<file path="src/sched_pkg.sv">
`default_nettype none

package sched_pkg;

    // Collector slots and datapath width
    parameter int NUM_SLOTS = 4;
    parameter int SLOT_W    = $clog2(NUM_SLOTS);
    parameter int DATA_W    = 16;

    // Four ALU ops, two branch compares, two memory ops
    typedef enum logic [2:0] {
        ADD,
        SUB,
        AND,
        XOR,
        BEQ,
        BLT,
        LW,
        SW
    } op_t;

    ////////////////////////////////////////////////////////////////////////////
    // Instruction word, 25 bits, two decodings
    ////////////////////////////////////////////////////////////////////////////

    // ALU view
    typedef struct packed {
        op_t         op;
        logic        regwrite;
        logic [3:0]  rd;
        logic [16:0] pad;
    } alu_fields_t;

    // Memory view, op/regwrite/rd at the same bits as the ALU view
    typedef struct packed {
        op_t         op;
        logic        regwrite;
        logic [3:0]  rd;
        logic [3:0]  offset;
        logic [12:0] pad;
    } mem_fields_t;

    typedef union packed {
        alu_fields_t alu;
        mem_fields_t mem;
    } instr_u;

    // Slot contents as handed to either pipe
    typedef struct packed {
        logic              valid;
        logic [SLOT_W-1:0] slot;
        instr_u            instr;
        logic [DATA_W-1:0] a;
        logic [DATA_W-1:0] b;
    } issue_t;

    // Register writeback on the common data bus
    typedef struct packed {
        logic              valid;
        logic [SLOT_W-1:0] slot;
        logic [3:0]        rd;
        logic [DATA_W-1:0] data;
    } cdb_t;

    // Branch compare outcome
    typedef struct packed {
        logic              valid;
        logic [SLOT_W-1:0] slot;
        logic              taken;
    } branch_t;

endpackage

`default_nettype wire

</file>
<file path="src/cdb_writeback.sv">
`timescale 1ns/1ps
`default_nettype none

module cdb_writeback (
    input  wire logic               clk,
    input  wire logic               rst,
    input  wire sched_pkg::cdb_t    alu_result,
    input  wire sched_pkg::cdb_t    mem_result,
    input  wire sched_pkg::branch_t alu_branch,
    output sched_pkg::cdb_t         cdb,
    output sched_pkg::branch_t      branch
);

    // Source picked for the bus this cycle
    sched_pkg::cdb_t pick;

    // Scheduler keeps these apart, memory wins on a clash
    assign pick = mem_result.valid ? mem_result : alu_result;

    ////////////////////////////////////////////////////////////////////////////
    // Writeback registers
    ////////////////////////////////////////////////////////////////////////////

    always_ff @(posedge clk or negedge rst) begin
        if (!rst) begin
            cdb.valid    <= 1'b0;
            branch.valid <= 1'b0;
        end else begin
            cdb          <= pick;
            // Branch outcome on its own port
            branch       <= alu_branch;
        end
    end

endmodule

`default_nettype wire

</file>
<file path="config.mk">
export PLATFORM = sky130hd
export DESIGN_NAME = cdb_writeback
export DESIGN_NICKNAME = d
export VERILOG_FILES = /design/src/sched_pkg.sv /design/src/cdb_writeback.sv
export SDC_FILE = /design/constraint.sdc
export NUM_CORES = 1
export LEC_CHECK = 0
export ABC_AREA = 0
export ABC_CLOCK_PERIOD_IN_PS = 800
export BUFFER_PORTS_ARGS = -buffer_cell sky130_fd_sc_hd__buf_4
export CAP_MARGIN = 20
export CORE_MARGIN = 1
export CORE_UTILIZATION = 30
export DETAILED_ROUTE_END_ITERATION = 6
export HOLD_SLACK_MARGIN = 0.15
export MAX_ROUTING_LAYER = met4
export PLACE_DENSITY = 0.62
export SYNTH_ARGS = -nofsm -noshare
export SYNTH_HDL_FRONTEND = slang
export SYNTH_SLANG_ARGS = --single-unit
export TNS_END_PERCENT = 1
</file>
<file path="constraint.sdc">
create_clock -name clk -period 0.8 [get_ports clk]
set_input_delay 0.12 -clock clk [delete_from_list [all_inputs] [get_ports clk]]
set_output_delay 0.12 -clock clk [all_outputs]
set_load 0.005 [all_outputs]
</file>
# Word level (Yosys, flattened, before mapping)
# Cells that the tools add are included.
[totals] out_inout_bits=27 input_bits=52 ff_bits=27 elab_cells=8
[classes] n_mux=1
[op_table] cell="23-bit 2-to-1 mux" count=1

# Depth between registers and ports, before layout
[logic_depth] ltp_word=1 mapped_depth=2 mapped_depth_nobuf=1

# Worst setup path after synthesis
# Ideal clock, no wire load.
[synth_timing] path_kind="input-to-reg" start="input mem_result[22] (netlist name)" end="register cdb[10] (netlist name), data pin" path_slack_ns=-0.010 stages=2 n_path_buf=1 t_arrival_ns=0.551 setup_time_ns=0.260 required_time_ns=0.540 path_cell_list="buf_6 -> mux2_2"
[synth_rtl] item="from (decl)" line="cdb_writeback.sv:8" text="input wire sched_pkg::cdb_t mem_result,"
[synth_rtl] item="to (signal assigned)" line="cdb_writeback.sv:29" text="cdb <= pick;"
[synth_rtl] item="to (decl)" line="cdb_writeback.sv:10" text="output sched_pkg::cdb_t cdb,"

# Worst setup path in the final report
[layout_timing] start="register cdb[15] (netlist name)" end="output cdb[15] (netlist name)"
# No word-level cell between the ends.

==> metrics.md <==
| Metric | Value |
|---|---|
| Post-CTS Setup Repair Bufs | `0` |
| Site row count | `21` |
| Global-route wire length before repair | `about 3.3 mm` |
| Hold crit path type | `input port to flop` |
| Clock share of power | `0.204` |
| Status | `complete, but fails checks` |
| CP delay by family, top | `flip-flops` |
| CP max stage delay | `430 ps` |
| Fin cells | `about 190` |
| Cell count after synthesis | `52` |
| Synth unique cells | `5` |
| DIE HEIGHT | `a little over 60 um` |
| Synthesized net count | `around 100` |
| Failing checks | `negative setup slack` |
| Crit path DAT | `slightly below 900 ps` |
| Syn_area_per_cell | `20.7 um2` |
| Final setup margin | `-209 ps` |
| Post-Place Cells | `approximately 180` |
| Hold_ws | `83.8 ps` |
| Post-layout net count | `194` |
| Seq/Total Area, Yosys | `0.743` |
| Tot Pwr | `roughly 3 mW` |
| CP Cell Sequence | `buf_6` |
| Maximum clock path buffer count | `2` |
| GRT Util Overall | `0.130` |
| Routed vias/inst | `4.36` |
| I/O pins | `79` |
| Remaining DRCs | `0` |
| TritonCTS Sinks | `27` |
| RSZ-0062 raised after global routing | `yes` |
| CP max-delay cell | `edfxtp_1` |
| Total CTS buffers | `3` |
| Die area | `about 3800 um2` |
| Sequential power share | `0.591` |
| DP Wirelength | `about 1.8 mm` |
| Crit start category | `flop` |
| Post-layout min period | `a little over 1000 ps` |
| Switch Pwr | `approximately 0.61 mW` |
| Final setup vio count | `27` |
| Internal | `about 2.3 mW` |
| Gp weighted congestion | `around 0.58` |
| Final worst path period share | `1.26` |
| Ant. Diodes | `0` |
| Multi-input logic area | `around 250 um2` |
| CP Max Fanout | `1` |
| Net Sw Frac | `0.210` |
| Max Fclk | `just under 1000 MHz` |
| CTS H-tree lvls | `1` |
| Share of layout cells above drive strength 1 | `0.759` |
| Slew of the pin with the lowest slew margin | `approximately 290 ps` |
| Combinational share of power | `0.206` |
| Pre-Repair DR Iteration Count | `3` |
| Synthesized area | `roughly 1100 um2` |
| Max Cap Viol | `0` |
| PortBufs | `78` |
| YS warnings | `0` |
| Synth Register Bits | `27` |
| LEAKAGE | `approximately 0.8 nW` |
| Worst path required time | `between 600 and 700 ps` |
| Via count | `~820` |
| Crit Path Category | `flop to output pin` |
| Setup crit end kind | `output pin` |
| TritonCTS clock tree | `yes` |
| Initial antenna violation count | `0` |
| Global route overflow | `0` |
| Commonest non-fill, non-tap cell in the layout | `buf_4` |
| Final Hold Viols | `0` |
| Vias in the first global route | `746` |
| Detail Route Antenna Nets | `0` |
| Initial Util | `0.318` |
| FF+latch area | `roughly 800 um2` |
| Pin count of the biggest net entering global routing | `24` |
| Final setup TNS | `-4750 ps` |
| Final core occ | `0.552` |
| Root Driver | `clkbuf_4` |
| Core area | `~3400 um2` |
| Die Wd | `61.9 um` |
| PD cells | `~1600 nW/um2` |
| Final Slew Violations | `0` |
| First DRT Iteration DRCs | `25` |
| Post-CTS Hold Fix Bufs | `7` |
| Fillers | `285` |
| Reg clk slew, reported paths | `between 150 and 200 ps` |
| Critical path buffers and inverters | `1` |
| Wirelength per Cell | `approximately 13 um` |
| WL final | `roughly 2.5 mm` |
| Maximum VDD drop | `between 0.0006 and 0.0007 V` |
| Area growth from synthesis to layout | `73.8%` |
| Most frequent cells in the layout | `buf_4, edfxtp_1, mux2_2, buf_6, dlygate4sd3_1` |
| Slew headroom | `0.807` |
[synthesized netlist by cell type]
library cell  count  area share
or2_2             1      0.0058
dfrtp_1           2       0.046
mux2_2           22        0.23
buf_6             2       0.021
edfxtp_1         25        0.70
[logic make-up (layout without fill, tap and decap cells)]
family,count (synthesis),count (layout),share of synthesized area
buf+inv,2,91,0.0209
flops,27,27,0.743
mux,22,22,0.230
simple gates,1,1,0.00581
[power by group through the flow]
stage | Sequential (mW) | Clock (mW) | Combinational (mW)
after global routing | 1.74 | 0.693 | 0.652
after detailed placement | 1.75 | 0 | 0.558
after CTS | 1.72 | 0.630 | 0.590
after floorplan | 1.77 | 0 | 0.118
final | 1.73 | 0.596 | 0.601
after global placement | 1.75 | 0 | 0.549
[cell type report]
class | instances | area share
clock buffer | 3 | 0.0120
clock inverter | 1 | 0.00401
multi-input combinational | 23 | 0.136
sequential | 27 | 0.428
tap | 46 | 0.0307
timing repair buffer | 87 | 0.390
[flip-flops by register name, indices dropped and copies added (netlist names)]
signal	cells
branch	4
cdb	23
[metrics by stage]
stage / setup WS (ps) / area (um2)
2_1_floorplan: -7.06 / 1080
3_3_place_gp: -227 / 1740
3_5_place_dp: -257 / 1740
4_1_cts: -238 / 1850
5_1_grt: -280 / 1870
6_report: -209 / 1870
[what timing repair did]
item,4_1_cts,5_1_grt
gates resized for setup,2,7
endpoints found under the hold margin,31,27
endpoints found under the setup margin,27,27
pin swaps,0,0
[path summary, 6_finish.rpt]
path | slack, ps | startpoint | end | cells after the start
worst max-delay path | -210 | cdb[15] | cdb[15] | 1
worst min-delay path | 80 | mem_result[11] | cdb[11] | 2
max in group asynchronous | 450 | rst | cdb[22] | 3
min in group asynchronous | 160 | rst | branch[3] | 2
[layer usage]
layer / wire length, um / GRT usage / up-vias
met4: 27 / 0.0571 / 0
met3: 227 / 0.0373 / 2
met1: 873 / 0.136 / 385
met2: 1340 / 0.227 / 50
met5: 0 / - / -
li1: - / - / 379
Power figures use the tool's default switching activity.
