--- config.mk ---
export PLATFORM = sky130hd
export DESIGN_NAME = alu_pipe
export DESIGN_NICKNAME = d
export VERILOG_FILES = /design/src/sched_pkg.sv /design/src/alu_pipe.sv
export SDC_FILE = /design/constraint.sdc
export NUM_CORES = 1
export LEC_CHECK = 0
export BUFFER_PORTS_ARGS = -buffer_cell sky130_fd_sc_hd__buf_2
export CORE_AREA = 3 3 98 76
export DETAILED_ROUTE_END_ITERATION = 6
export DIE_AREA = 0 0 101 79
export PLACE_DENSITY = 0.72
export SYNTH_ARGS = -nofsm -noshare
export SYNTH_HDL_FRONTEND = slang
export SYNTH_SLANG_ARGS = --single-unit
export TNS_END_PERCENT = 50
--- constraint.sdc ---
create_clock -name clk -period 1.45 [get_ports clk]
set_input_delay 0.2175 -clock clk [delete_from_list [all_inputs] [get_ports clk]]
set_output_delay 0.2175 -clock clk [all_outputs]
set_load 0.03 [all_outputs]
--- src/sched_pkg.sv ---
`default_nettype none

package sched_pkg;

    // Collector slots and datapath width
    parameter int NUM_SLOTS = 4;
    parameter int SLOT_W    = $clog2(NUM_SLOTS);
    parameter int DATA_W    = 16;

    // Four ALU ops, two branch compares, two memory ops
    typedef enum logic [2:0] {
        ADD,
        SUB,
        AND,
        XOR,
        BEQ,
        BLT,
        LW,
        SW
    } op_t;

    ////////////////////////////////////////////////////////////////////////////
    // Instruction word, 25 bits, two decodings
    ////////////////////////////////////////////////////////////////////////////

    // ALU view
    typedef struct packed {
        op_t         op;
        logic        regwrite;
        logic [3:0]  rd;
        logic [16:0] pad;
    } alu_fields_t;

    // Memory view, op/regwrite/rd at the same bits as the ALU view
    typedef struct packed {
        op_t         op;
        logic        regwrite;
        logic [3:0]  rd;
        logic [3:0]  offset;
        logic [12:0] pad;
    } mem_fields_t;

    typedef union packed {
        alu_fields_t alu;
        mem_fields_t mem;
    } instr_u;

    // Slot contents as handed to either pipe
    typedef struct packed {
        logic              valid;
        logic [SLOT_W-1:0] slot;
        instr_u            instr;
        logic [DATA_W-1:0] a;
        logic [DATA_W-1:0] b;
    } issue_t;

    // Register writeback on the common data bus
    typedef struct packed {
        logic              valid;
        logic [SLOT_W-1:0] slot;
        logic [3:0]        rd;
        logic [DATA_W-1:0] data;
    } cdb_t;

    // Branch compare outcome
    typedef struct packed {
        logic              valid;
        logic [SLOT_W-1:0] slot;
        logic              taken;
    } branch_t;

endpackage

`default_nettype wire

--- src/alu_pipe.sv ---
`timescale 1ns/1ps
`default_nettype none

module alu_pipe (
    input  wire logic               clk,
    input  wire logic               rst,
    input  wire sched_pkg::issue_t  alu_issue,
    output sched_pkg::cdb_t         alu_result,
    output sched_pkg::branch_t      alu_branch
);

    // ALU decoding of the word
    sched_pkg::alu_fields_t         f;
    logic [sched_pkg::DATA_W-1:0]   res;
    logic                           taken;
    logic                           is_branch;

    assign f         = alu_issue.instr.alu;
    assign is_branch = f.op inside {sched_pkg::BEQ, sched_pkg::BLT};

    // Arithmetic and compares
    always_comb begin
        res   = '0;
        taken = 1'b0;
        case (f.op)
            sched_pkg::ADD: res = alu_issue.a + alu_issue.b;
            sched_pkg::SUB: res = alu_issue.a - alu_issue.b;
            sched_pkg::AND: res = alu_issue.a & alu_issue.b;
            sched_pkg::XOR: res = alu_issue.a ^ alu_issue.b;
            sched_pkg::BEQ: taken = (alu_issue.a == alu_issue.b);
            // Signed compare
            sched_pkg::BLT: taken = ($signed(alu_issue.a) < $signed(alu_issue.b));
            default:        res = '0;
        endcase
    end

    // Single result register, writers to CDB, compares to branch port
    always_ff @(posedge clk or negedge rst) begin
        if (!rst) begin
            alu_result.valid <= 1'b0;
            alu_branch.valid <= 1'b0;
        end else begin
            alu_result.valid <= alu_issue.valid && !is_branch && f.regwrite;
            alu_result.slot  <= alu_issue.slot;
            alu_result.rd    <= f.rd;
            alu_result.data  <= res;
            alu_branch.valid <= alu_issue.valid && is_branch;
            alu_branch.slot  <= alu_issue.slot;
            alu_branch.taken <= taken;
        end
    end

endmodule

`default_nettype wire

# After elaboration in Yosys (flattened, before gate mapping)

Index checks and enable logic that the tools add are counted.

Register bits: 25
Output and inout bits: 27
Word-level logic and storage cells: 25

$add $sub $neg: 2
Order comparisons: 1
Eq/ne operators: 6
Mux-type cells: 2
Bitwise logic cells: 2
Reductions and logical operators: 6

Operators with widths:

| operator                                       | count |
|---|---|
| case mux 16 bit (4 select lines)               | 1 |
| adder 16 bit                                   | 1 |
| AND 16 bit                                     | 1 |
| == test 16 bit                                 | 1 |
| less-than comparator 16 bit                    | 1 |
| subtractor 16 bit                              | 1 |
| XOR 16 bit                                     | 1 |
| == test 3 x 2 -> 1 bit (second input constant) | 2 |
| == test 3 bit (second input constant)          | 2 |
| == test 3 x 1 -> 1 bit (second input constant) | 1 |
| logical AND 1 bit                              | 3 |
| logical NOT 3 bit                              | 1 |
| case mux 1 bit (2 select lines)                | 1 |
| nonzero test 2 bit                             | 1 |
| logical NOT 1 bit                              | 1 |

# Depth between registers and ports, before layout

Depth in word-level cells: 5
Mapped depth: 9
Depth with buffers taken out: 9

# Worst setup path after synthesis

No wires, ideal clock.

Path type: in2reg
Start: in alu_issue[0] (netlist name)
End: reg alu_result[6] (netlist name) (data pin)
Arrival time: 2024 ps
Slack: -781 ps
Cell stages on the path: 9
Buffers on the path: 0
Path through: ha_1 > inv_1 > fa_1 > o21ba_2 > o21bai_1 > a21oi_1 > o21ai_1 > mux2_2 > a2111oi_0

Longest elaborated chain between the ends: 2

Ends and longest elaborated chain:

| element                                           | RTL line                       | source |
|---|---|---|
| start: declaration                                | alu_pipe.sv:7                  | `input wire sched_pkg::issue_t alu_issue,` |
| subtractor 16 bit or adder 16 bit (tied branches) | alu_pipe.sv:27, alu_pipe.sv:26 |  |
| case mux 16 bit (4 select lines) (*)              | alu_pipe.sv:25                 | `case (f.op)` |
| named net res, one bit                            | alu_pipe.sv:14                 | `logic [sched_pkg::DATA_W-1:0] res;` |
| end: declaration                                  | alu_pipe.sv:8                  | `output sched_pkg::cdb_t alu_result,` |

Mark *: on every way through the listed nets, which the timed path passes. The rest lies on a longest branch.
A chain may end at the register's enable or synchronous reset.

# Final worst setup path

Start: in alu_issue[0] (netlist name)
End: reg alu_result[14] (netlist name) (data pin)

The elaborated chain is that of the path after synthesis.

==> metrics.md <==
| Metric | Value |
|---|---|
| Leak | 2.47 nW |
| Netlist cell types | 75 |
| Mapped cell area | 3050 µm² |
| Final nets | 692 |
| GRT overflow | 0 |
| Top cells by area, synth | edfxtp_1 (23%), ha_1 (13%), a21oi_1 (5.3%) |
| FFs w/ async S/R, synth | 0.0800 |
| Pint | 2.08 mW |
| Core area | 6440 µm² |
| Power Density | 625 nW/µm² |
| Crit-path max cell delay | 0.40 ns |
| First-pass GRT wire length | 19.5 mm |
| Initial DRC count | 470 |
| Pre-antenna DRT Iters | 5 |
| DR vias | 4079 |
| Initial Util | 0.473 |
| Net Switching | 1.35 mW |
| Inserted Diodes | 0 |
| Wire per inst | 18.9 µm |
| Hold Path Class | input port to flip-flop |
| WP buf/inv | 2 |
| Post-route ant nets | 0 |
| Routed Wire Length | 12.8 mm |
| CTS tree | done |
| Pin count of the biggest net entering global routing | 26 |
| Port-buffer cells | 71 |
| Worst-path clk slew | 0.09 ns |
| Switching share of power | 0.393 |
| Clk sinks | 25 |
| Seq/Total Area, Yosys | 0.243 |
| Least-Margin Pin Slew | 0.561 ns |
| Placed cell area | 4640 µm² |
| Critical path class | input port to flip-flop |
| Fin worst setup slack | -0.785 ns |
| Max VDD drop | 0.000332 V |
| Synth area leader | edfxtp_1 |
| Critical Path RT | 1.48 ns |
| RSZ-0062 raised after global routing | yes |
| Clock Power Share | 0.118 |
| Crit end category | flip-flop |
| CP max-delay cell | fa_2 |
| H-tree levels | 1 |
| Post-synth EDFFs | 23 |
| Final Critical Period | 2.24 ns |
| Fill count | 373 |
| Top-area cell type share of the netlist area | 0.226 |
| Post-route total power | 3.43 mW |
| Share of cells above drive strength 1 | 0.563 |
| Violated checks | negative setup slack |
| Top cell by count, worst path | o31a_1 |
| # DRC | 0 |
| Final Max Tran Viols | 0 |
| Slew headroom | 0.626 |
| Comb power frac | 0.625 |
| Syn avg cell area | 8.11 µm² |
| Max Buffers Root-to-Sink | 2 |
| TritonCTS buffer count | 3 |
| CP Cell Sequence | buf_8 -> buf_6 -> ha_4 -> fa_2 -> nor2b_4 -> o211ai_1 -> a21boi_2 -> a31oi_2 -> o31a_1 -> o31a_1 |
| Yosys warning count | 0 |
| Die H | 79 µm |
| Detailed Place HPWL | 9.12 mm |
| Period utilisation layout | 1.54 |
| Post-synth top cells | nor2_1 (36), inv_1 (33), a21oi_1 (32), ha_1 (32), nand2_1 (29) |
| Syn_nets | 472 |
| Row count | 25 |
| Die W | 101 µm |
| Crit-path max FO | 3 |
| Max Cap Viol | 0 |
| Die area | 7980 µm² |
| I/O pin cnt | 89 |
| Most frequent cell after synthesis | nor2_1 |
| Critical path startpoint category | input port |
| Post-Syn Instances | 376 |
| Initial antenna violation count | 0 |
| Placer Congestion | 0.942 |
| CTS root buf | clkbuf_8 |
| Highest clock rate | 447 MHz |
| Prevailing post-synth register cell | edfxtp_1 |
| Outcome | finished with violations |
| Final Hold Fails | 0 |
| Vias in the first global route | 3905 |
| Share of power burned in registers | 0.257 |
| Yosys reg bits | 25 |
| Fin area | 5490 µm² |
| Area grow syn2layout | 79.9% |
| WP data arrival | 2.26 ns |
| CP top delay family | compound AO/OA/AOI/OAI gates |
| Via/cell ratio | 6.03 |
| Final count of negative-setup-slack endpoints | 16 |
| Overall routing resource usage | 0.307 |
-- cell families after synthesis --
| family | synth area share |
|---|---|
| buffers and inverters | 0.0837 |
| and+or+nand+nor | 0.189 |
| xor gates and xnor gates | 0.00574 |
| muxes | 0.0320 |
| AOI/OAI and AO/OA | 0.303 |
| DFF | 0.243 |
| adders and majority gates | 0.144 |
-- registers in the layout (all words and copies together) (netlist names) --
register,flops
alu_result,21
alu_branch,4
-- cell type report --
class / count / area [µm²] / area share
inverter: 36 / 160 / 0.0292
clock buffer: 4 / 45.0 / 0.00821
sequential: 25 / 741 / 0.135
multi-input combinational: 291 / 2660 / 0.485
tap: 81 / 101 / 0.0185
timing repair buffer: 239 / 1780 / 0.324
-- metal layers --
layer  up-vias  routed length [µm]  track usage
met4         0                 483        0.101
met2       289                5560        0.495
met5         -                   0            0
met1      1883                5270        0.424
met3        61                1480       0.0421
li1       1846                   -            -
-- repair_timing --
action                                 in CTS  in global routing
hold buffers                                1                  0
gates resized for setup                    95                 31
endpoints found under the hold margin       1                  0
pin swaps                                  49                 27
setup buffers                              17                 10
setup endpoints to repair                  15                 17
-- worst paths after layout --
path / startpoint / endpoint / depth (start not counted) / slack [ns]
max: alu_issue[0] / alu_result[14] / 10 / -0.79
max in group asynchronous: rst / alu_result[22] / 3 / 0.54
min: alu_issue[50] / alu_result[17] / 1 / 0.12
min in group asynchronous: rst / alu_branch[3] / 2 / 0.48
-- placed cells by master, fill, tap and decap left out, drive strengths merged, types with 3 or more instances in the layout --
cell,count
nand2b,5
ha,32
edfxtp,23
o21ai,21
or4,3
mux2i,3
inv,35
o21bai,5
o2111ai,4
mux2,4
a31oi,10
buf,237
a21o,6
nor3,8
nand3,5
nor2b,7
o211ai,7
and3,6
a2111oi,4
o31ai,5
nor4,8
clkbuf,5
nand2,29
a211oi,5
a21oi,33
or3,3
nor2,36
-- power by group through the flow --
stage | clock, mW | sequential (mW) | combinational [mW]
2_1_floorplan | 0 | 1.04 | 0.779
3_3_place_gp | 0 | 0.900 | 1.65
3_5_place_dp | 0 | 0.900 | 1.68
4_1_cts | 0.405 | 0.884 | 1.95
5_1_grt | 0.433 | 0.889 | 2.27
6_report | 0.403 | 0.883 | 2.14
-- per-stage QoR --
step	std cells	TNS [ns]	worst slack [ns]	utilization	hold slack [ns]
floorplan	376	-6.46	-0.667	-	-0.0781
global placement	648	-12.64	-1.01	0.719	0.216
detailed placement	648	-13.27	-1.05	0.719	0.222
CTS	667	-6.79	-0.617	0.820	0.122
global route	676	-9.31	-0.841	0.851	0.126
finish	676	-8.73	-0.785	0.851	0.119
Power figures use the tool's default switching activity.
