--- config.mk ---
export PLATFORM = sky130hd
export DESIGN_NAME = operand_collector
export DESIGN_NICKNAME = d
export VERILOG_FILES = /design/src/sched_pkg.sv /design/src/operand_collector.sv
export SDC_FILE = /design/constraint.sdc
export NUM_CORES = 1
export LEC_CHECK = 0
export ABC_AREA = 0
export BUFFER_PORTS_ARGS = -buffer_cell sky130_fd_sc_hd__buf_4
export CORE_UTILIZATION = 40
export CTS_BUF_LIST = sky130_fd_sc_hd__clkbuf_8 sky130_fd_sc_hd__clkbuf_16
export DETAILED_ROUTE_END_ITERATION = 10
export PLACE_DENSITY = 0.74
export SLEW_MARGIN = 20
export SYNTH_ARGS = -nofsm -noshare
export SYNTH_HDL_FRONTEND = slang
export SYNTH_SLANG_ARGS = --single-unit
--- constraint.sdc ---
create_clock -name clk -period 3.48 [get_ports clk]
set_input_delay 0.522 -clock clk [delete_from_list [all_inputs] [get_ports clk]]
set_output_delay 0.522 -clock clk [all_outputs]
set_load 0.05 [all_outputs]
--- src/sched_pkg.sv ---
`default_nettype none

package sched_pkg;

    // Collector slots and datapath width
    parameter int NUM_SLOTS = 4;
    parameter int SLOT_W    = $clog2(NUM_SLOTS);
    parameter int DATA_W    = 16;

    // Four ALU ops, two branch compares, two memory ops
    typedef enum logic [2:0] {
        ADD,
        SUB,
        AND,
        XOR,
        BEQ,
        BLT,
        LW,
        SW
    } op_t;

    ////////////////////////////////////////////////////////////////////////////
    // Instruction word, 25 bits, two decodings
    ////////////////////////////////////////////////////////////////////////////

    // ALU view
    typedef struct packed {
        op_t         op;
        logic        regwrite;
        logic [3:0]  rd;
        logic [16:0] pad;
    } alu_fields_t;

    // Memory view, op/regwrite/rd at the same bits as the ALU view
    typedef struct packed {
        op_t         op;
        logic        regwrite;
        logic [3:0]  rd;
        logic [3:0]  offset;
        logic [12:0] pad;
    } mem_fields_t;

    typedef union packed {
        alu_fields_t alu;
        mem_fields_t mem;
    } instr_u;

    // Slot contents as handed to either pipe
    typedef struct packed {
        logic              valid;
        logic [SLOT_W-1:0] slot;
        instr_u            instr;
        logic [DATA_W-1:0] a;
        logic [DATA_W-1:0] b;
    } issue_t;

    // Register writeback on the common data bus
    typedef struct packed {
        logic              valid;
        logic [SLOT_W-1:0] slot;
        logic [3:0]        rd;
        logic [DATA_W-1:0] data;
    } cdb_t;

    // Branch compare outcome
    typedef struct packed {
        logic              valid;
        logic [SLOT_W-1:0] slot;
        logic              taken;
    } branch_t;

endpackage

`default_nettype wire

--- src/operand_collector.sv ---
`timescale 1ns/1ps
`default_nettype none

module operand_collector (
    input  wire logic                                        clk,
    input  wire logic                                        rst,
    input  wire logic              [sched_pkg::NUM_SLOTS-1:0] disp_valid,
    input  wire sched_pkg::issue_t [sched_pkg::NUM_SLOTS-1:0] disp_instr,
    output logic                   [sched_pkg::NUM_SLOTS-1:0] slot_free,
    output logic                   [sched_pkg::NUM_SLOTS-1:0] alu_req,
    output logic                   [sched_pkg::NUM_SLOTS-1:0] mem_req,
    output logic                   [sched_pkg::NUM_SLOTS-1:0] regwrite,
    input  wire logic              [sched_pkg::NUM_SLOTS-1:0] alu_grt,
    input  wire logic              [sched_pkg::NUM_SLOTS-1:0] mem_grt,
    output sched_pkg::issue_t                                 alu_issue,
    output sched_pkg::issue_t                                 mem_issue
);

    // Slot occupied flags
    logic [sched_pkg::NUM_SLOTS-1:0] occ;
    // Held instruction and operands per slot
    sched_pkg::issue_t               held [sched_pkg::NUM_SLOTS];
    // Op class per slot
    logic [sched_pkg::NUM_SLOTS-1:0] is_mem;

    assign slot_free = ~occ;

    ////////////////////////////////////////////////////////////////////////////
    // Slot state
    ////////////////////////////////////////////////////////////////////////////

    // Grant frees at the next edge; dispatch fills a free slot
    always_ff @(posedge clk or negedge rst) begin
        if (!rst) begin
            occ <= '0;
        end else begin
            for (int i = 0; i < sched_pkg::NUM_SLOTS; i++) begin
                if (alu_grt[i] || mem_grt[i]) begin
                    occ[i] <= 1'b0;
                end else if (disp_valid[i] && !occ[i]) begin
                    occ[i] <= 1'b1;
                end
            end
        end
    end

    // Payload capture
    always_ff @(posedge clk) begin
        for (int i = 0; i < sched_pkg::NUM_SLOTS; i++) begin
            if (disp_valid[i] && !occ[i]) begin
                held[i] <= disp_instr[i];
            end
        end
    end

    // Requests from the op, op sits at the same bits in both views
    always_comb begin
        for (int i = 0; i < sched_pkg::NUM_SLOTS; i++) begin
            is_mem[i]   = held[i].instr.mem.op inside {sched_pkg::LW, sched_pkg::SW};
            alu_req[i]  = occ[i] && !is_mem[i];
            mem_req[i]  = occ[i] && is_mem[i];
            regwrite[i] = occ[i] && held[i].instr.alu.regwrite;
        end
    end

    ////////////////////////////////////////////////////////////////////////////
    // Issue muxes, grants are one-hot or zero
    ////////////////////////////////////////////////////////////////////////////

    always_comb begin
        alu_issue = '0;
        mem_issue = '0;
        for (int i = 0; i < sched_pkg::NUM_SLOTS; i++) begin
            if (alu_grt[i]) begin
                alu_issue       = held[i];
                alu_issue.valid = 1'b1;
                alu_issue.slot  = sched_pkg::SLOT_W'(i);
            end
            if (mem_grt[i]) begin
                mem_issue       = held[i];
                mem_issue.valid = 1'b1;
                mem_issue.slot  = sched_pkg::SLOT_W'(i);
            end
        end
    end

endmodule

`default_nettype wire

* Word level (Yosys, flattened, before mapping)
Memory sizes are Yosys's and may differ from the RTL's.
Index checks and enable logic that the tools add are counted.
** Storage, ports and cells
- Bits in latches :: 0
- Bits in read-only memories :: 0
- Memories :: 1
- RAM bits :: 240
- Output and inout port bits :: 136
- Flip-flop bits (word level) :: 4
- Input port bits :: 254
** Memories
- held :: depth 4, width 60, read ports 4, clocked after memory_dff 0, write ports 4, RTL line operand_collector.sv:22 : sched_pkg::issue_t held [sched_pkg::NUM_SLOTS];
** Operators by class
- Div/mod/pow operators :: 0
- $lt $le $gt $ge :: 0
- Bitwise gates (word level) :: 1
- Shifts and indexed selects :: 0
- Multiplexer cells :: 24
- Equal/unequal tests :: 8
- Reduce and logical (&&, ||, !) cells :: 36
- Add/subtract/negate cells :: 0
- Multipliers :: 0
** Operators by type and width (count)
- $mux W60 :: 8
- $eq A3 B3 Y1 const B :: 8
- $logic_and A1 B1 Y1 :: 16
- $mux W1 :: 16
- $reduce_bool A2 Y1 :: 8
- $logic_not A1 Y1 :: 8
- $logic_or A1 B1 Y1 :: 4
- $not A4 Y4 :: 1

* Logic depth before layout (Yosys ltp)
- Word-level depth :: 4
- Mapped depth :: 6
- Gate-level depth less buffers :: 3

* Worst setup path after synthesis
Ideal clock, no wire load.
- Kind :: input port to flip-flop
- From :: input port disp_valid[0] (netlist name)
- To :: memory held[0][0] (netlist name) (enable)
- Data arrival time :: 3.037 ns
- Required time :: 3.001 ns
- Stages :: 1
- Slack :: -0.036 ns
- Path buffers :: 0
- Path through :: nor2b_1
** RTL lines
- from (decl) :: RTL line operand_collector.sv:7 : input wire logic [sched_pkg::NUM_SLOTS-1:0] disp_valid,
- to (decl) :: RTL line operand_collector.sv:22

==> metrics.md <==
| Metric | Value |
|---|---|
| Post-synthesis instance area | a little over 0.01 sq mm |
| Final setup fails | 0 |
| Critical Path RT | just under 3 ns |
| CP Max Fanout | 20 |
| Top post-synthesis cells by area | edfxtp_1 (67%), a221oi_1 (9.7%), nand2_1 (4.2%) |
| Crit-path slowest cell | o31ai_1 |
| Row Count | 58 |
| Compound-cell area share of the yosys netlist | 0.170 |
| Post-placement cell area | around 0.013 sq mm |
| Worst Setup SP | mem_grt[1] |
| Final slew viol count | 0 |
| Outcome | finished clean |
| Multiplexer area fraction after synthesis | 0 |
| Post-route cell area | between 0.01 and 0.015 sq mm |
| Fin Setup TNS | 0 ns |
| Adder-cell share of the synthesized area | 0 |
| Total power | about 7500 uW |
| CP startpoint kind | input pin |
| Skew-Pair Late Insertion Delay | between 0.5 and 0.6 ns |
| Fin crit share | 0.772 |
| RSZ-0062 raised after global routing | false |
| Total CTS buffers | 26 |
| Longest Clk Path Bufs | 3 |
| Commonest cells after routing, fill and taps aside | buf_4 (394), edfxtp_1 (228), a221oi_1 (114), nand2_1 (114), nor2_1 (61) |
| Vias per inst | ~5.8 |
| Cell chosen for the clock root | clkbuf_16 |
| Critical path cell sequence | buf_4, nor2b_4, buf_4, buf_4, a221oi_1, o31ai_1, buf_4 |
| Clock sink total | 232 |
| Die Ht | 162 um |
| Detailed Routing Iterations Pass 1 | 5 |
| CTS tree | yes |
| Cells after Synth | between 700 and 800 |
| Hpwl dp | between 20000 and 25000 um |
| HP Class | input pin to flip-flop |
| Cell taking the most area after synthesis | edfxtp_1 |
| DR WL/cell | roughly 23 um |
| Minimum clock period | between 2 and 3 ns |
| Max stage delay on crit path | approximately 0.33 ns |
| Reg2Reg Depth | 2 |
| Worst-margin pin slew | roughly 0.98 ns |
| Port bufs | approximately 380 |
| Die ar. | between 0.02 and 0.03 sq mm |
| Yosys Warn Count | 0 |
| Final setup margin | around 0.79 ns |
| Most common cell after layout, fill and taps aside | buf_4 |
| Worst path most repeated cell | buf_4 |
| Sequential area share after synthesis | 0.678 |
| Critical path type | input pin to output pin |
| Grt total ovfl | 0 |
| Hold Path Stages | 1 |
| Starting density of the core | 0.407 |
| Max Freq | roughly 370 MHz |
| Clk slew on worst S/H paths | ~0.060 ns |
| Hold Vio Cnt, Final | 0 |
| First-pass GRT wire length | 49700 um |
| Buffers plus inverters on the worst setup path | 4 |
| Flops & latches, synth | around 230 |
| Dpl ws | ~0.83 ns |
| Worst EP arrival | about 2.2 ns |
| Hold Crit Endpoint | held[0][55] |
| Largest family of logic cells by synthesized area | compound AO/OA/AOI/OAI gates |
| P_leak | roughly 0.0056 uW |
| Die W | between 150 and 200 um |
| Worst r2r dst | held[2][23] |
| CP delay by family, top | buffers and inverters |
| Largest net degree at the start of global routing | 83 |
| Worst r2r src | occ[2] |
| Placeable Area | between 0.02 and 0.03 sq mm |
| Endpoint class of the critical path | output pin |
| ANT cells | 0 |
| Worst VDD drop | around 0.43 mV |
| Ports | 390 |
| Share of layout cells above drive strength 1 | 0.383 |
| Vias in the first global route | between 8000 and 9000 |
| Synth Area in Simple Gates | 0.116 |
| Total GRT Usage | 0.251 |
| Top-area cell type share of the netlist area | 0.668 |
| Layout net count | between 1000 and 1500 |
| Clk_skew | around 0.014 ns |
| Post-route DRC violation count | 0 |
| Hold_sp | disp_instr[55] |
| Syn Nets | approximately 1100 |
| Slew margin rel. | 0.350 |
| Routability cong. | 0.846 |
| XOR/XNOR Fraction of Synth Area | 0 |
| Avg Inst Size Synth | between 10 and 15 sq um |
| Area added between synthesis and finish | 39.5% |
| Via count | approximately 8700 |
| Routed WL | 34500 um |
| PD cells | 523 mW/mm^2 |
| H-tree depth | 1 |
| Detail Route Antenna Nets | 0 |
| 1st-iter DRT viols | 678 |
| Reg-to-reg slack, setup | about 2 ns |
| Initial antenna violation count | 0 |
| Yosys cell types | 24 |
| MaxCap Viol Count | 0 |
| WP depth | 7 |
[power by group]
part	internal [uW]	leakage, uW	switching [uW]
Sequential	3270	0.00226	92.2
Clock	1580	0.000415	1090
Combinational	502	0.00291	941
Total	5350	0.00559	2130
[cell families (layout without fill, tap and decap cells)]
group	after synthesis	count (layout)
buffers and inverters	76	450
AOI/OAI and AO/OA	233	233
and+or+nand+nor	256	256
DFF	232	232
[registers in the layout (all words and copies together) (netlist names)]
signal and count:
held 228, occ 4
[repair_timing]
action                                  4_1_cts  5_1_grt
endpoints found under the hold margin         4        0
hold buffers                                  1        0
setup buffers                                 0        0
resized for setup                             0        0
endpoints found under the setup margin        0        0
[routing by layer]
metal | track usage | wire, um
met5 | 0 | 0
met4 | 0.119 | 1260
met3 | 0.0661 | 3650
met2 | 0.433 | 17200
met1 | 0.289 | 12400
[per-stage QoR]
stage	cells	util	hold slack [ns]
floorplan	797	-	0.226
global placement	1458	0.534	0.324
detailed placement	1458	0.534	0.324
CTS	1501	0.567	0.142
global route	1501	0.567	0.143
finish	1501	0.567	0.162
[worst max path at each step]
| stage | endpoint | slack (ns) |
|---|---|---|
| 4_1_cts | mem_issue[5] | 0.79 |
| 2_1_floorplan | mem_issue[48] | 0.58 |
| 3_3_place_gp | mem_issue[5] | 0.84 |
| 6_report | mem_issue[5] | 0.79 |
| 3_5_place_dp | mem_issue[9] | 0.83 |
| 5_1_grt | mem_issue[5] | 0.76 |
[area by class of cell]
cell class              instances  area [sq um]
inverters                       5          18.8
flip-flops and latches        232          6950
repair buffers                403          3130
clock buffers                  26           651
fillers                      2028         10900
clock inverters                16           173
multi-input cells             489          2960
well taps                     330           413
[Yosys cell counts, drive strengths merged]
library cell and number:
nand2 114, clkbuf 37, inv 5, and3 4, o21ai 57, or2 3, dfrtp 4, a21oi 4
nor2b 63, nor2 61, a21o 1, o31ai 57, edfxtp 228, buf 34, a221oi 114, nor3 4
or3 2, and2 4, nor4b 1
(Power assumes the default switching activity.)
