[config.mk]
export PLATFORM = sky130hd
export DESIGN_NAME = mem_pipe
export DESIGN_NICKNAME = d
export VERILOG_FILES = /design/src/sched_pkg.sv /design/src/mem_pipe.sv
export SDC_FILE = /design/constraint.sdc
export NUM_CORES = 1
export LEC_CHECK = 0
export ABC_AREA = 0
export BUFFER_PORTS_ARGS = -buffer_cell sky130_fd_sc_hd__buf_2
export CAP_MARGIN = 20
export CELL_PAD_IN_SITES_DETAIL_PLACEMENT = 1
export CELL_PAD_IN_SITES_GLOBAL_PLACEMENT = 2
export CORE_MARGIN = 1.5
export CORE_UTILIZATION = 46
export CTS_CLUSTER_SIZE = 12
export DETAILED_ROUTE_END_ITERATION = 7
export PLACE_DENSITY = 0.83
export SYNTH_ARGS = -nofsm -noshare
export SYNTH_HDL_FRONTEND = slang
export SYNTH_SLANG_ARGS = --single-unit
[constraint.sdc]
create_clock -name clk -period 1.5 [get_ports clk]
set_input_delay 0.3 -clock clk [delete_from_list [all_inputs] [get_ports clk]]
set_output_delay 0.3 -clock clk [all_outputs]
set_load 0.005 [all_outputs]
[src/sched_pkg.sv]
`default_nettype none

package sched_pkg;

    // Collector slots and datapath width
    parameter int NUM_SLOTS = 4;
    parameter int SLOT_W    = $clog2(NUM_SLOTS);
    parameter int DATA_W    = 16;

    // Four ALU ops, two branch compares, two memory ops
    typedef enum logic [2:0] {
        ADD,
        SUB,
        AND,
        XOR,
        BEQ,
        BLT,
        LW,
        SW
    } op_t;

    ////////////////////////////////////////////////////////////////////////////
    // Instruction word, 25 bits, two decodings
    ////////////////////////////////////////////////////////////////////////////

    // ALU view
    typedef struct packed {
        op_t         op;
        logic        regwrite;
        logic [3:0]  rd;
        logic [16:0] pad;
    } alu_fields_t;

    // Memory view, op/regwrite/rd at the same bits as the ALU view
    typedef struct packed {
        op_t         op;
        logic        regwrite;
        logic [3:0]  rd;
        logic [3:0]  offset;
        logic [12:0] pad;
    } mem_fields_t;

    typedef union packed {
        alu_fields_t alu;
        mem_fields_t mem;
    } instr_u;

    // Slot contents as handed to either pipe
    typedef struct packed {
        logic              valid;
        logic [SLOT_W-1:0] slot;
        instr_u            instr;
        logic [DATA_W-1:0] a;
        logic [DATA_W-1:0] b;
    } issue_t;

    // Register writeback on the common data bus
    typedef struct packed {
        logic              valid;
        logic [SLOT_W-1:0] slot;
        logic [3:0]        rd;
        logic [DATA_W-1:0] data;
    } cdb_t;

    // Branch compare outcome
    typedef struct packed {
        logic              valid;
        logic [SLOT_W-1:0] slot;
        logic              taken;
    } branch_t;

endpackage

`default_nettype wire

[src/mem_pipe.sv]
`timescale 1ns/1ps
`default_nettype none

module mem_pipe #(
    parameter int NUM_MEM_STAGES = 4
) (
    input  wire logic              clk,
    input  wire logic              rst,
    input  wire sched_pkg::issue_t mem_issue,
    output sched_pkg::cdb_t        mem_result
);

    localparam int ADDR_W = 4;
    localparam int DEPTH  = 1 << ADDR_W;

    // Memory decoding of the word
    sched_pkg::mem_fields_t       f;
    logic [ADDR_W-1:0]            addr;
    logic                         is_load;
    logic                         is_store;
    // Data memory, 16 words
    logic [sched_pkg::DATA_W-1:0] dmem [DEPTH];
    // Load result pipeline, last entry feeds writeback
    sched_pkg::cdb_t              stage_q [NUM_MEM_STAGES];

    assign f    = mem_issue.instr.mem;
    // Base plus offset, wraps in 16 words
    assign addr = mem_issue.a[ADDR_W-1:0] + f.offset;

    assign is_store = mem_issue.valid && (f.op == sched_pkg::SW);
    // Only loads the scheduler tracks reach the CDB
    assign is_load  = mem_issue.valid && (f.op == sched_pkg::LW) && f.regwrite;

    ////////////////////////////////////////////////////////////////////////////
    // Stage 1, memory access
    ////////////////////////////////////////////////////////////////////////////

    always_ff @(posedge clk or negedge rst) begin
        if (!rst) begin
            for (int i = 0; i < DEPTH; i++) begin
                dmem[i] <= '0;
            end
        end else if (is_store) begin
            dmem[addr] <= mem_issue.b;
        end
    end

    ////////////////////////////////////////////////////////////////////////////
    // Stages 1..N, fixed latency shift
    ////////////////////////////////////////////////////////////////////////////

    always_ff @(posedge clk or negedge rst) begin
        if (!rst) begin
            for (int k = 0; k < NUM_MEM_STAGES; k++) begin
                stage_q[k].valid <= 1'b0;
            end
        end else begin
            // Read old word, one memory op per cycle so no write clash
            stage_q[0].valid <= is_load;
            stage_q[0].slot  <= mem_issue.slot;
            stage_q[0].rd    <= f.rd;
            stage_q[0].data  <= dmem[addr];
            for (int k = 1; k < NUM_MEM_STAGES; k++) begin
                stage_q[k] <= stage_q[k-1];
            end
        end
    end

    assign mem_result = stage_q[NUM_MEM_STAGES-1];

endmodule

`default_nettype wire

# Word level (Yosys, flattened, before mapping)
# Cells that the tools add are included.
[word_totals]
regBits = 348
latchBits = 0
mem_bits_rw = 0
romBits = 0
inputBits = 62
output_inout_bits = 23
word_cells = 48
n_memories = 0
[classes]
addsub = 1
mul = 0
div_mod_pow = 0
order_cmp = 2
eq_ne = 2
shifts = 0
n_mux = 6
bitwise_logic = 1
n_reduce_logical = 4
[op_table]
columns = ["cell", "n"]
rows = [
  ["bitwise mux 256 bit", 1],
  ["binary-select mux 16 bit (select 4 bit)", 1],
  ["demux 16 bit (select 4 bit)", 1],
  ["two-way mux 16 bit", 3],
  ["equality test 3 bit (second input constant)", 2],
  [">= comparator 5 bit (second input constant)", 1],
  ["less-than comparator 5 x 1 -> 1 bit (second input constant)", 1],
  ["inverter 4 -> 5 bit", 1],
  ["adder 4 bit", 1],
  ["logical AND 1 bit", 4],
]

# Logic depth before layout (Yosys ltp)
# Gate-level depths: netlist of the first run.
[logic_depth]
word_depth = 7
mapped_depth = 9
depth_no_buf = 6

# Worst setup path after synthesis of the first run
# Ideal clock, no wire load.
[synth_timing]
path_type = "input -> register"
startpoint = "input port mem_issue[16] in the netlist's numbering"
endpoint = "register stage_q[72] in the netlist's numbering (data pin)"
setup_time_ps = 278
arrival_time_ps = 2408
t_required_ps = 1222
path_slack_ps = -1186
stages = 8
path_buffers = 3
cell_sequence = "ha_1 fa_1 clkbuf_1 clkbuf_1 buf_1 mux4_2 mux2i_1 mux2i_1"
[synth_between]
elab_chain_cells = 5
[synth_rtl]
columns = ["item", "line", "source"]
rows = [
  ["start, declared", "mem_pipe.sv:9", "input wire sched_pkg::issue_t mem_issue,"],
  ["adder 4 bit", "mem_pipe.sv:28", "assign addr = mem_issue.a[ADDR_W-1:0] + f.offset;"],
  ["inverter 4 -> 5 bit (not written as such)", "mem_pipe.sv:62", "stage_q[0].data <= dmem[addr];"],
  ["binary-select mux 16 bit (select 4 bit)", "mem_pipe.sv:62", ""],
  ["two-way mux 16 bit (not written as such) (2 in a row)", "mem_pipe.sv:62", ""],
  ["end signal, assigned by index", "mem_pipe.sv:64", "stage_q[k] <= stage_q[k-1];"],
  ["end, declared", "mem_pipe.sv:24", "sched_pkg::cdb_t stage_q [NUM_MEM_STAGES];"],
]
# No other way between the ends. The select of a mux whose other input is x is not followed.
# A chain may end at the register's enable or synchronous reset.

# Worst setup path after layout of the first run
[layout_timing]
startpoint = "input port mem_issue[16] in the netlist's numbering"
endpoint = "register stage_q[75] in the netlist's numbering (data pin)"
# The elaborated chain is that of the path after synthesis.

==> impl_results.md, run 1 <==
- DRC viols: 0
- Synth top area share: 43.7%
- Worst Slack Setup Final: -645 ps
- Commonest cells in the synthesized netlist: dfrtp_1 (260), mux2_2 (233), edfxtp_1 (88)
- Largest stage delay, worst path: 860 ps
- Post-synth EDFFs: 88
- Clock Path Buffers: 3
- Gr ovfl total: 0
- Critical Path Slowest Stage Cell: fa_4
- Sink Count: 348
- Worst EP arrival: 2410 ps
- Layout Nets: 1051
- Reg2reg end: stage_q[71]
- Async set or reset register ratio after synthesis: 74.7%
- Share of cells above drive strength 1: 56.7%
- Unrepaired setup endpoints after global routing: yes
- Failing checks: setup timing
- Post-Syn Instances: 848
- Buffers on Ports: 59
- F_max: 466 MHz
- Count of cell types in the netlist: 39
- First-pass DRT Iterations: 4
- Hold path cells: 3
- Most numerous cell in the Yosys netlist: dfrtp_1
- Clk Latency, worst-skew pair: 520 ps
- Largest net degree at the start of global routing: 51
- Width of the die: 183 um
- WP buf/inv: 4
- Register area share after synthesis: 61.5%
- RR Startpoint: dmem[178]
- Number of synthesized register bits: 348
- Min cycle time layout: 2150 ps
- Wire per inst: 26.9 um
- R2R Setup Slk: 20 ps
- CP max FO: 9
- Num CTS Buffers: 38
- Synth warn: 0
- Status: finished, violations left
- Total I/O pin count: 85
- Nature of the critical path endpoint: flop
- WP data required: 1770 ps
- Overall power: 0.0248 W
- DR iter-0 viols: 485
- Pleak: 8.49 nW
- Min-Delay Path Class: in -> reg
- First-pass GRT wire length: 57000 um
- Max Slew Vio Count: 0
- Vias per cell: 5.69
- Syn_nets: 914
- Tot GR Track Use: 22.9%
- DIE AREA: 33400 um2
- Clk_skew: 14.7 ps
- Syn_area_per_cell: 17.5 um2
- Antenna-violating nets left: 0
- Syn Std Cell Area: 14900 um2
- Htree depth: 2
- Setup TNS Final: -144050 ps
- Worst-Margin Slew: 687 ps
- Ranking of synthesized cells by area: dfrtp_1 (44%), edfxtp_1 (18%), mux2_2 (18%)
- R2R cell count: 3
- Startpoint Class: input pin
- DR vias: 8068
- Worst rel slew slack: 54.2%
- CTS tree: yes
- Initial Util: 46.9%
- Post-DP HPWL: 21300 um
- Max VDD drop: 700 uV
- Area leader, netlist: dfrtp_1
- Period utilisation layout: 143%
- Max cap viols: 0
- CP delay by family, top: adder cells
- Area growth, synth to finish: 25.1%
- Vias in the first global route: 9112
- Final GP Congestion: 0.719
- FP Rows: 65
- Main synth FF type: dfrtp_1
- Die span in y: 183 um
- Final Setup Violations: 272
- Post-Route WL: 38100 um
- Clk pin slew, worst setup/hold paths: 60 ps
- Min-delay src: mem_issue[53]
- WHS: 51.6 ps
- CP Cell Sequence: buf_6, ha_4, fa_4, buf_4, buf_12, buf_12, mux4_2, mux2i_1, mux2i_1
- Power Dens Cells: 1330 nW/um2
- Crit Path Class: in -> reg
- Core area: 31700 um2
- Hold endpoint: stage_q[91]
- Final hold viol count: 0
- Initial antenna violation count: 1
- Root buffer cell: clkbuf_16
-- state kept, by name, summed over array words and instances (netlist names) --
register / cells
dmem: 256
stage_q: 69
mem_result: 23
-- repair_timing --
action	4_1_cts	5_1_grt
endpoints found under the setup margin	272	272
gates cloned	4	5
hold buffers	8	0
pin swaps	3	2
resized for setup	37	20
buffers inserted	9	5
endpoints found under the hold margin	118	0
-- worst max path at each step --
stage	startpoint	end	slack, ps	cells past startpoint
finish	mem_issue[16]	stage_q[75]	-650	9
global route	mem_issue[16]	dmem[116]	-680	8
detailed placement	mem_issue[16]	stage_q[79]	-1250	7
CTS	mem_issue[16]	stage_q[78]	-600	8
floorplan	mem_issue[16]	dmem[181]	-870	8
global placement	mem_issue[16]	stage_q[79]	-1200	7
-- worst min-delay path, stage by stage --
cell and delay, ps:
buf_2 100, nand2_1 70, nor3_1 50
-- cells in the final DEF, fill, tap and decap left out, types with 3 or more instances in the layout --
master	synthesis	final
mux4_2	64	64
clkinv_1	0	3
nor3_4	0	5
mux2i_2	0	3
nand2_1	5	4
clkbuf_1	23	15
mux2_2	233	131
edfxtp_1	88	88
buf_4	24	55
buf_6	1	13
clkbuf_8	0	7
clkinv_2	0	3
buf_2	22	56
dlygate4sd3_1	0	8
clkbuf_16	0	44
a21oi_2	2	3
mux2i_1	48	45
dfrtp_1	260	260
mux2_4	10	124
buf_12	0	39
nor4_4	4	4
-- report_power, final --
group          internal (W)  total (W)  switching, W
clock network       0.00515    0.00883       0.00368
logic               0.00246    0.00407       0.00161
registers            0.0111     0.0119      0.000726
total                0.0187     0.0248       0.00602
-- final cells by class --
cell class	count	area (um2)
sequential	348	9150
antenna	1	2.50
timing repair buffer	179	1900
fill	2779	13100
clock inverter	8	43.8
multi-input combinational	418	5890
clock buffer	61	1130
tap	402	503
-- logic make-up (layout without fill, tap and decap cells) --
group	after synthesis	in the layout	share of synthesized area (%)
mux	368	368	32.5
flops	348	348	61.5
buf+inv	82	248	2.91
simple gates	36	36	2.08
compound gates	6	6	0.319
fa+ha+maj	4	4	0.387
xor+xnor	4	4	0.286
other cells	0	1	0
-- layer usage --
metal | global-route usage (%) | part of all wire (%) | vias to the layer above
li1 | - | - | 3455
met1 | 30.7 | 43 | 4371
met2 | 38.6 | 50 | 175
met3 | 3.30 | 3.9 | 67
met4 | 7.90 | 2.6 | 0
met5 | 0 | 0 | -
-- per-stage QoR --
stage / util, % / instances / cell area (um2) / setup WS, ps
4_1_cts: 58.1 / 1408 / 18400 / -600
2_1_floorplan: - / 848 / 15500 / -873
6_report: 58.7 / 1417 / 18600 / -645
3_5_place_dp: 53.0 / 1318 / 16800 / -1250
5_1_grt: 58.7 / 1417 / 18600 / -684
3_3_place_gp: 53.0 / 1318 / 16800 / -1200
Power figures use the tool's default switching activity.
==> inputs of run 2 (changes only) <==
CELL_PAD_IN_SITES_DETAIL_PLACEMENT = not set   (was 1)
CELL_PAD_IN_SITES_GLOBAL_PLACEMENT = not set   (was 2)
CORE_UTILIZATION = 60   (was 46)
==> run 2 against run 1 <==
Effect of this change: the run still ends with setup timing left; sequential share of layout area decreased by 1.1 points; global-route usage increased by 6.7 points; register-to-register slack got worse by 160 ps; sequential power about the same; count of clock-buffer cells in the layout increased by 1; hold slack got worse by 17 ps; wire length increased by 8.8%; clock skew decreased by 1.7 ps; non-clock buffer count increased by 15; worst setup slack got worse by 190 ps; critical path type unchanged; highest routed layer unchanged; first-iteration DRC count increased by 33%; combinational power increased by 9.6%.
==> impl_results.md, run 2 (synthesis results as in run 1) <==
- Max cap viols: 0
- CP max FO: 12
- Initial antenna violation count: 2
- Share of cells above drive strength 1: 57.4%
- First-pass GRT wire length: 56800 um
- Clk Latency, worst-skew pair: 520 ps
- WP buf/inv: 4
- Num CTS Buffers: 36
- Buffers on Ports: 59
- Clock Path Buffers: 3
- Power Dens Cells: 1310 nW/um2
- FP Rows: 57
- Max Slew Vio Count: 0
- Unrepaired setup endpoints after global routing: yes
- Vias in the first global route: 9268
- Min-Delay Path Class: in -> reg
- Clk_skew: 13.0 ps
- Root buffer cell: clkbuf_16
- Post-Route WL: 41400 um
- Htree depth: 2
- Largest net degree at the start of global routing: 43
- Largest stage delay, worst path: 860 ps
- Crit Path Class: in -> reg
- Width of the die: 160 um
- Nature of the critical path endpoint: flop
- Vias per cell: 6.52
- Initial Util: 61.2%
- Wire per inst: 30.7 um
- Core Util, Final: 78.3%
- Critical Path Slowest Stage Cell: fa_4
- Largest Register: dmem
- Final hold viol count: 0
- Clk pin slew, worst setup/hold paths: 60 ps
- Max reg flops: 256
- Startpoint Class: input pin
- Fillers: 1151
- F_max: 428 MHz
- Status: finished, violations left
- Pleak: 8.72 nW
- Area growth, synth to finish: 27.9%
- Worst rel slew slack: 52.1%
- R2R cell count: 3
- DRC viols: 0
- CTS tree: yes
- Core area: 24300 um2
- DR vias: 8805
- Hold path cells: 3
- DR iter-0 viols: 646
- Final Setup Violations: 272
- Sink Count: 348
- Period utilisation layout: 156%
- Min cycle time layout: 2340 ps
- Worst-Margin Slew: 719 ps
- Worst EP arrival: 2600 ps
- Most common cell after layout, fill and taps aside: dfrtp_1
- Gr ovfl total: 0
- Most frequent cells in the layout: dfrtp_1 (260), mux2_4 (172), edfxtp_1 (88), mux2_2 (82), mux4_2 (64)
- Tot GR Track Use: 29.7%
- WP data required: 1760 ps
- Failing checks: setup timing
- Layout Nets: 1064
- Total I/O pin count: 85
- CP delay by family, top: adder cells
- Antenna-violating nets left: 0
- First-pass DRT Iterations: 5
- Max VDD drop: 886 uV
- Critical path depth: 9
- WHS: 34.6 ps
- Post-DP HPWL: 19900 um
- Worst Slack Setup Final: -837 ps
- Die span in y: 160 um
- Final GP Congestion: 0.776
- CP Cell Sequence: buf_8, ha_4, fa_4, buf_6, buf_6, buf_12, mux4_2, mux2i_1, mux2i_1
- DIE AREA: 25800 um2
[run 2: path summary, 6_finish.rpt]
path	startpoint	endpoint	slack (ps)
max reg2reg	dmem[0]	stage_q[69]	-140
max in group asynchronous	rst	stage_q[91]	420
min in group asynchronous	rst	dmem[127]	240
max	mem_issue[16]	stage_q[72]	-840
min	mem_issue[53]	stage_q[91]	30
min reg2reg	stage_q[91]	stage_q[68]	350
[run 2: layer usage]
layer | vias to the layer above | global-route usage [%] | part of all wire (%)
met2 | 464 | 50.3 | 50
li1 | 3483 | - | -
met1 | 4683 | 37.5 | 37
met5 | - | 0 | 0
met4 | 0 | 13.3 | 6.1
met3 | 175 | 5.53 | 7.3
[run 2: area by class of cell]
cell class	count	area [um2]	area share, %
clock buffer	62	1070	5.63
clock inverter	2	23.8	0.125
timing repair buffer	194	2230	11.7
antenna	2	5.00	0.0263
tap	324	405	2.13
sequential	348	9150	48.1
multi-input combinational	418	6150	32.3
[run 2: repair_timing]
item / in CTS / in global routing
pin swaps: 6 / 8
hold buffers: 7 / 0
setup buffers: 14 / 9
resized for setup: 91 / 73
setup endpoints to repair: 272 / 272
gates cloned: 7 / 7
endpoints found under the hold margin: 115 / 0
[run 2: metrics by stage]
step           instances  setup slack [ps]  instance area [um2]  total power, W  TNS, ps
3_5_place_dp        1242             -1180                16700          0.0156  -279540
3_3_place_gp        1242             -1140                16700          0.0154  -272210
4_1_cts             1334              -589                18600          0.0243  -133680
2_1_floorplan        848              -873                15500          0.0144  -193170
6_report            1350              -837                19000          0.0249  -175660
5_1_grt             1350              -825                19000          0.0257  -179630
[run 2: worst min-delay path: stages]
cell     delay, ps
buf_2          100
nand2_1         60
nor3_1          40
[run 2: power by group]
group | total (W) | internal [W] | switching [W]
logic | 0.00446 | 0.00264 | 0.00182
registers | 0.0119 | 0.0111 | 0.000813
clock network | 0.00855 | 0.00486 | 0.00369
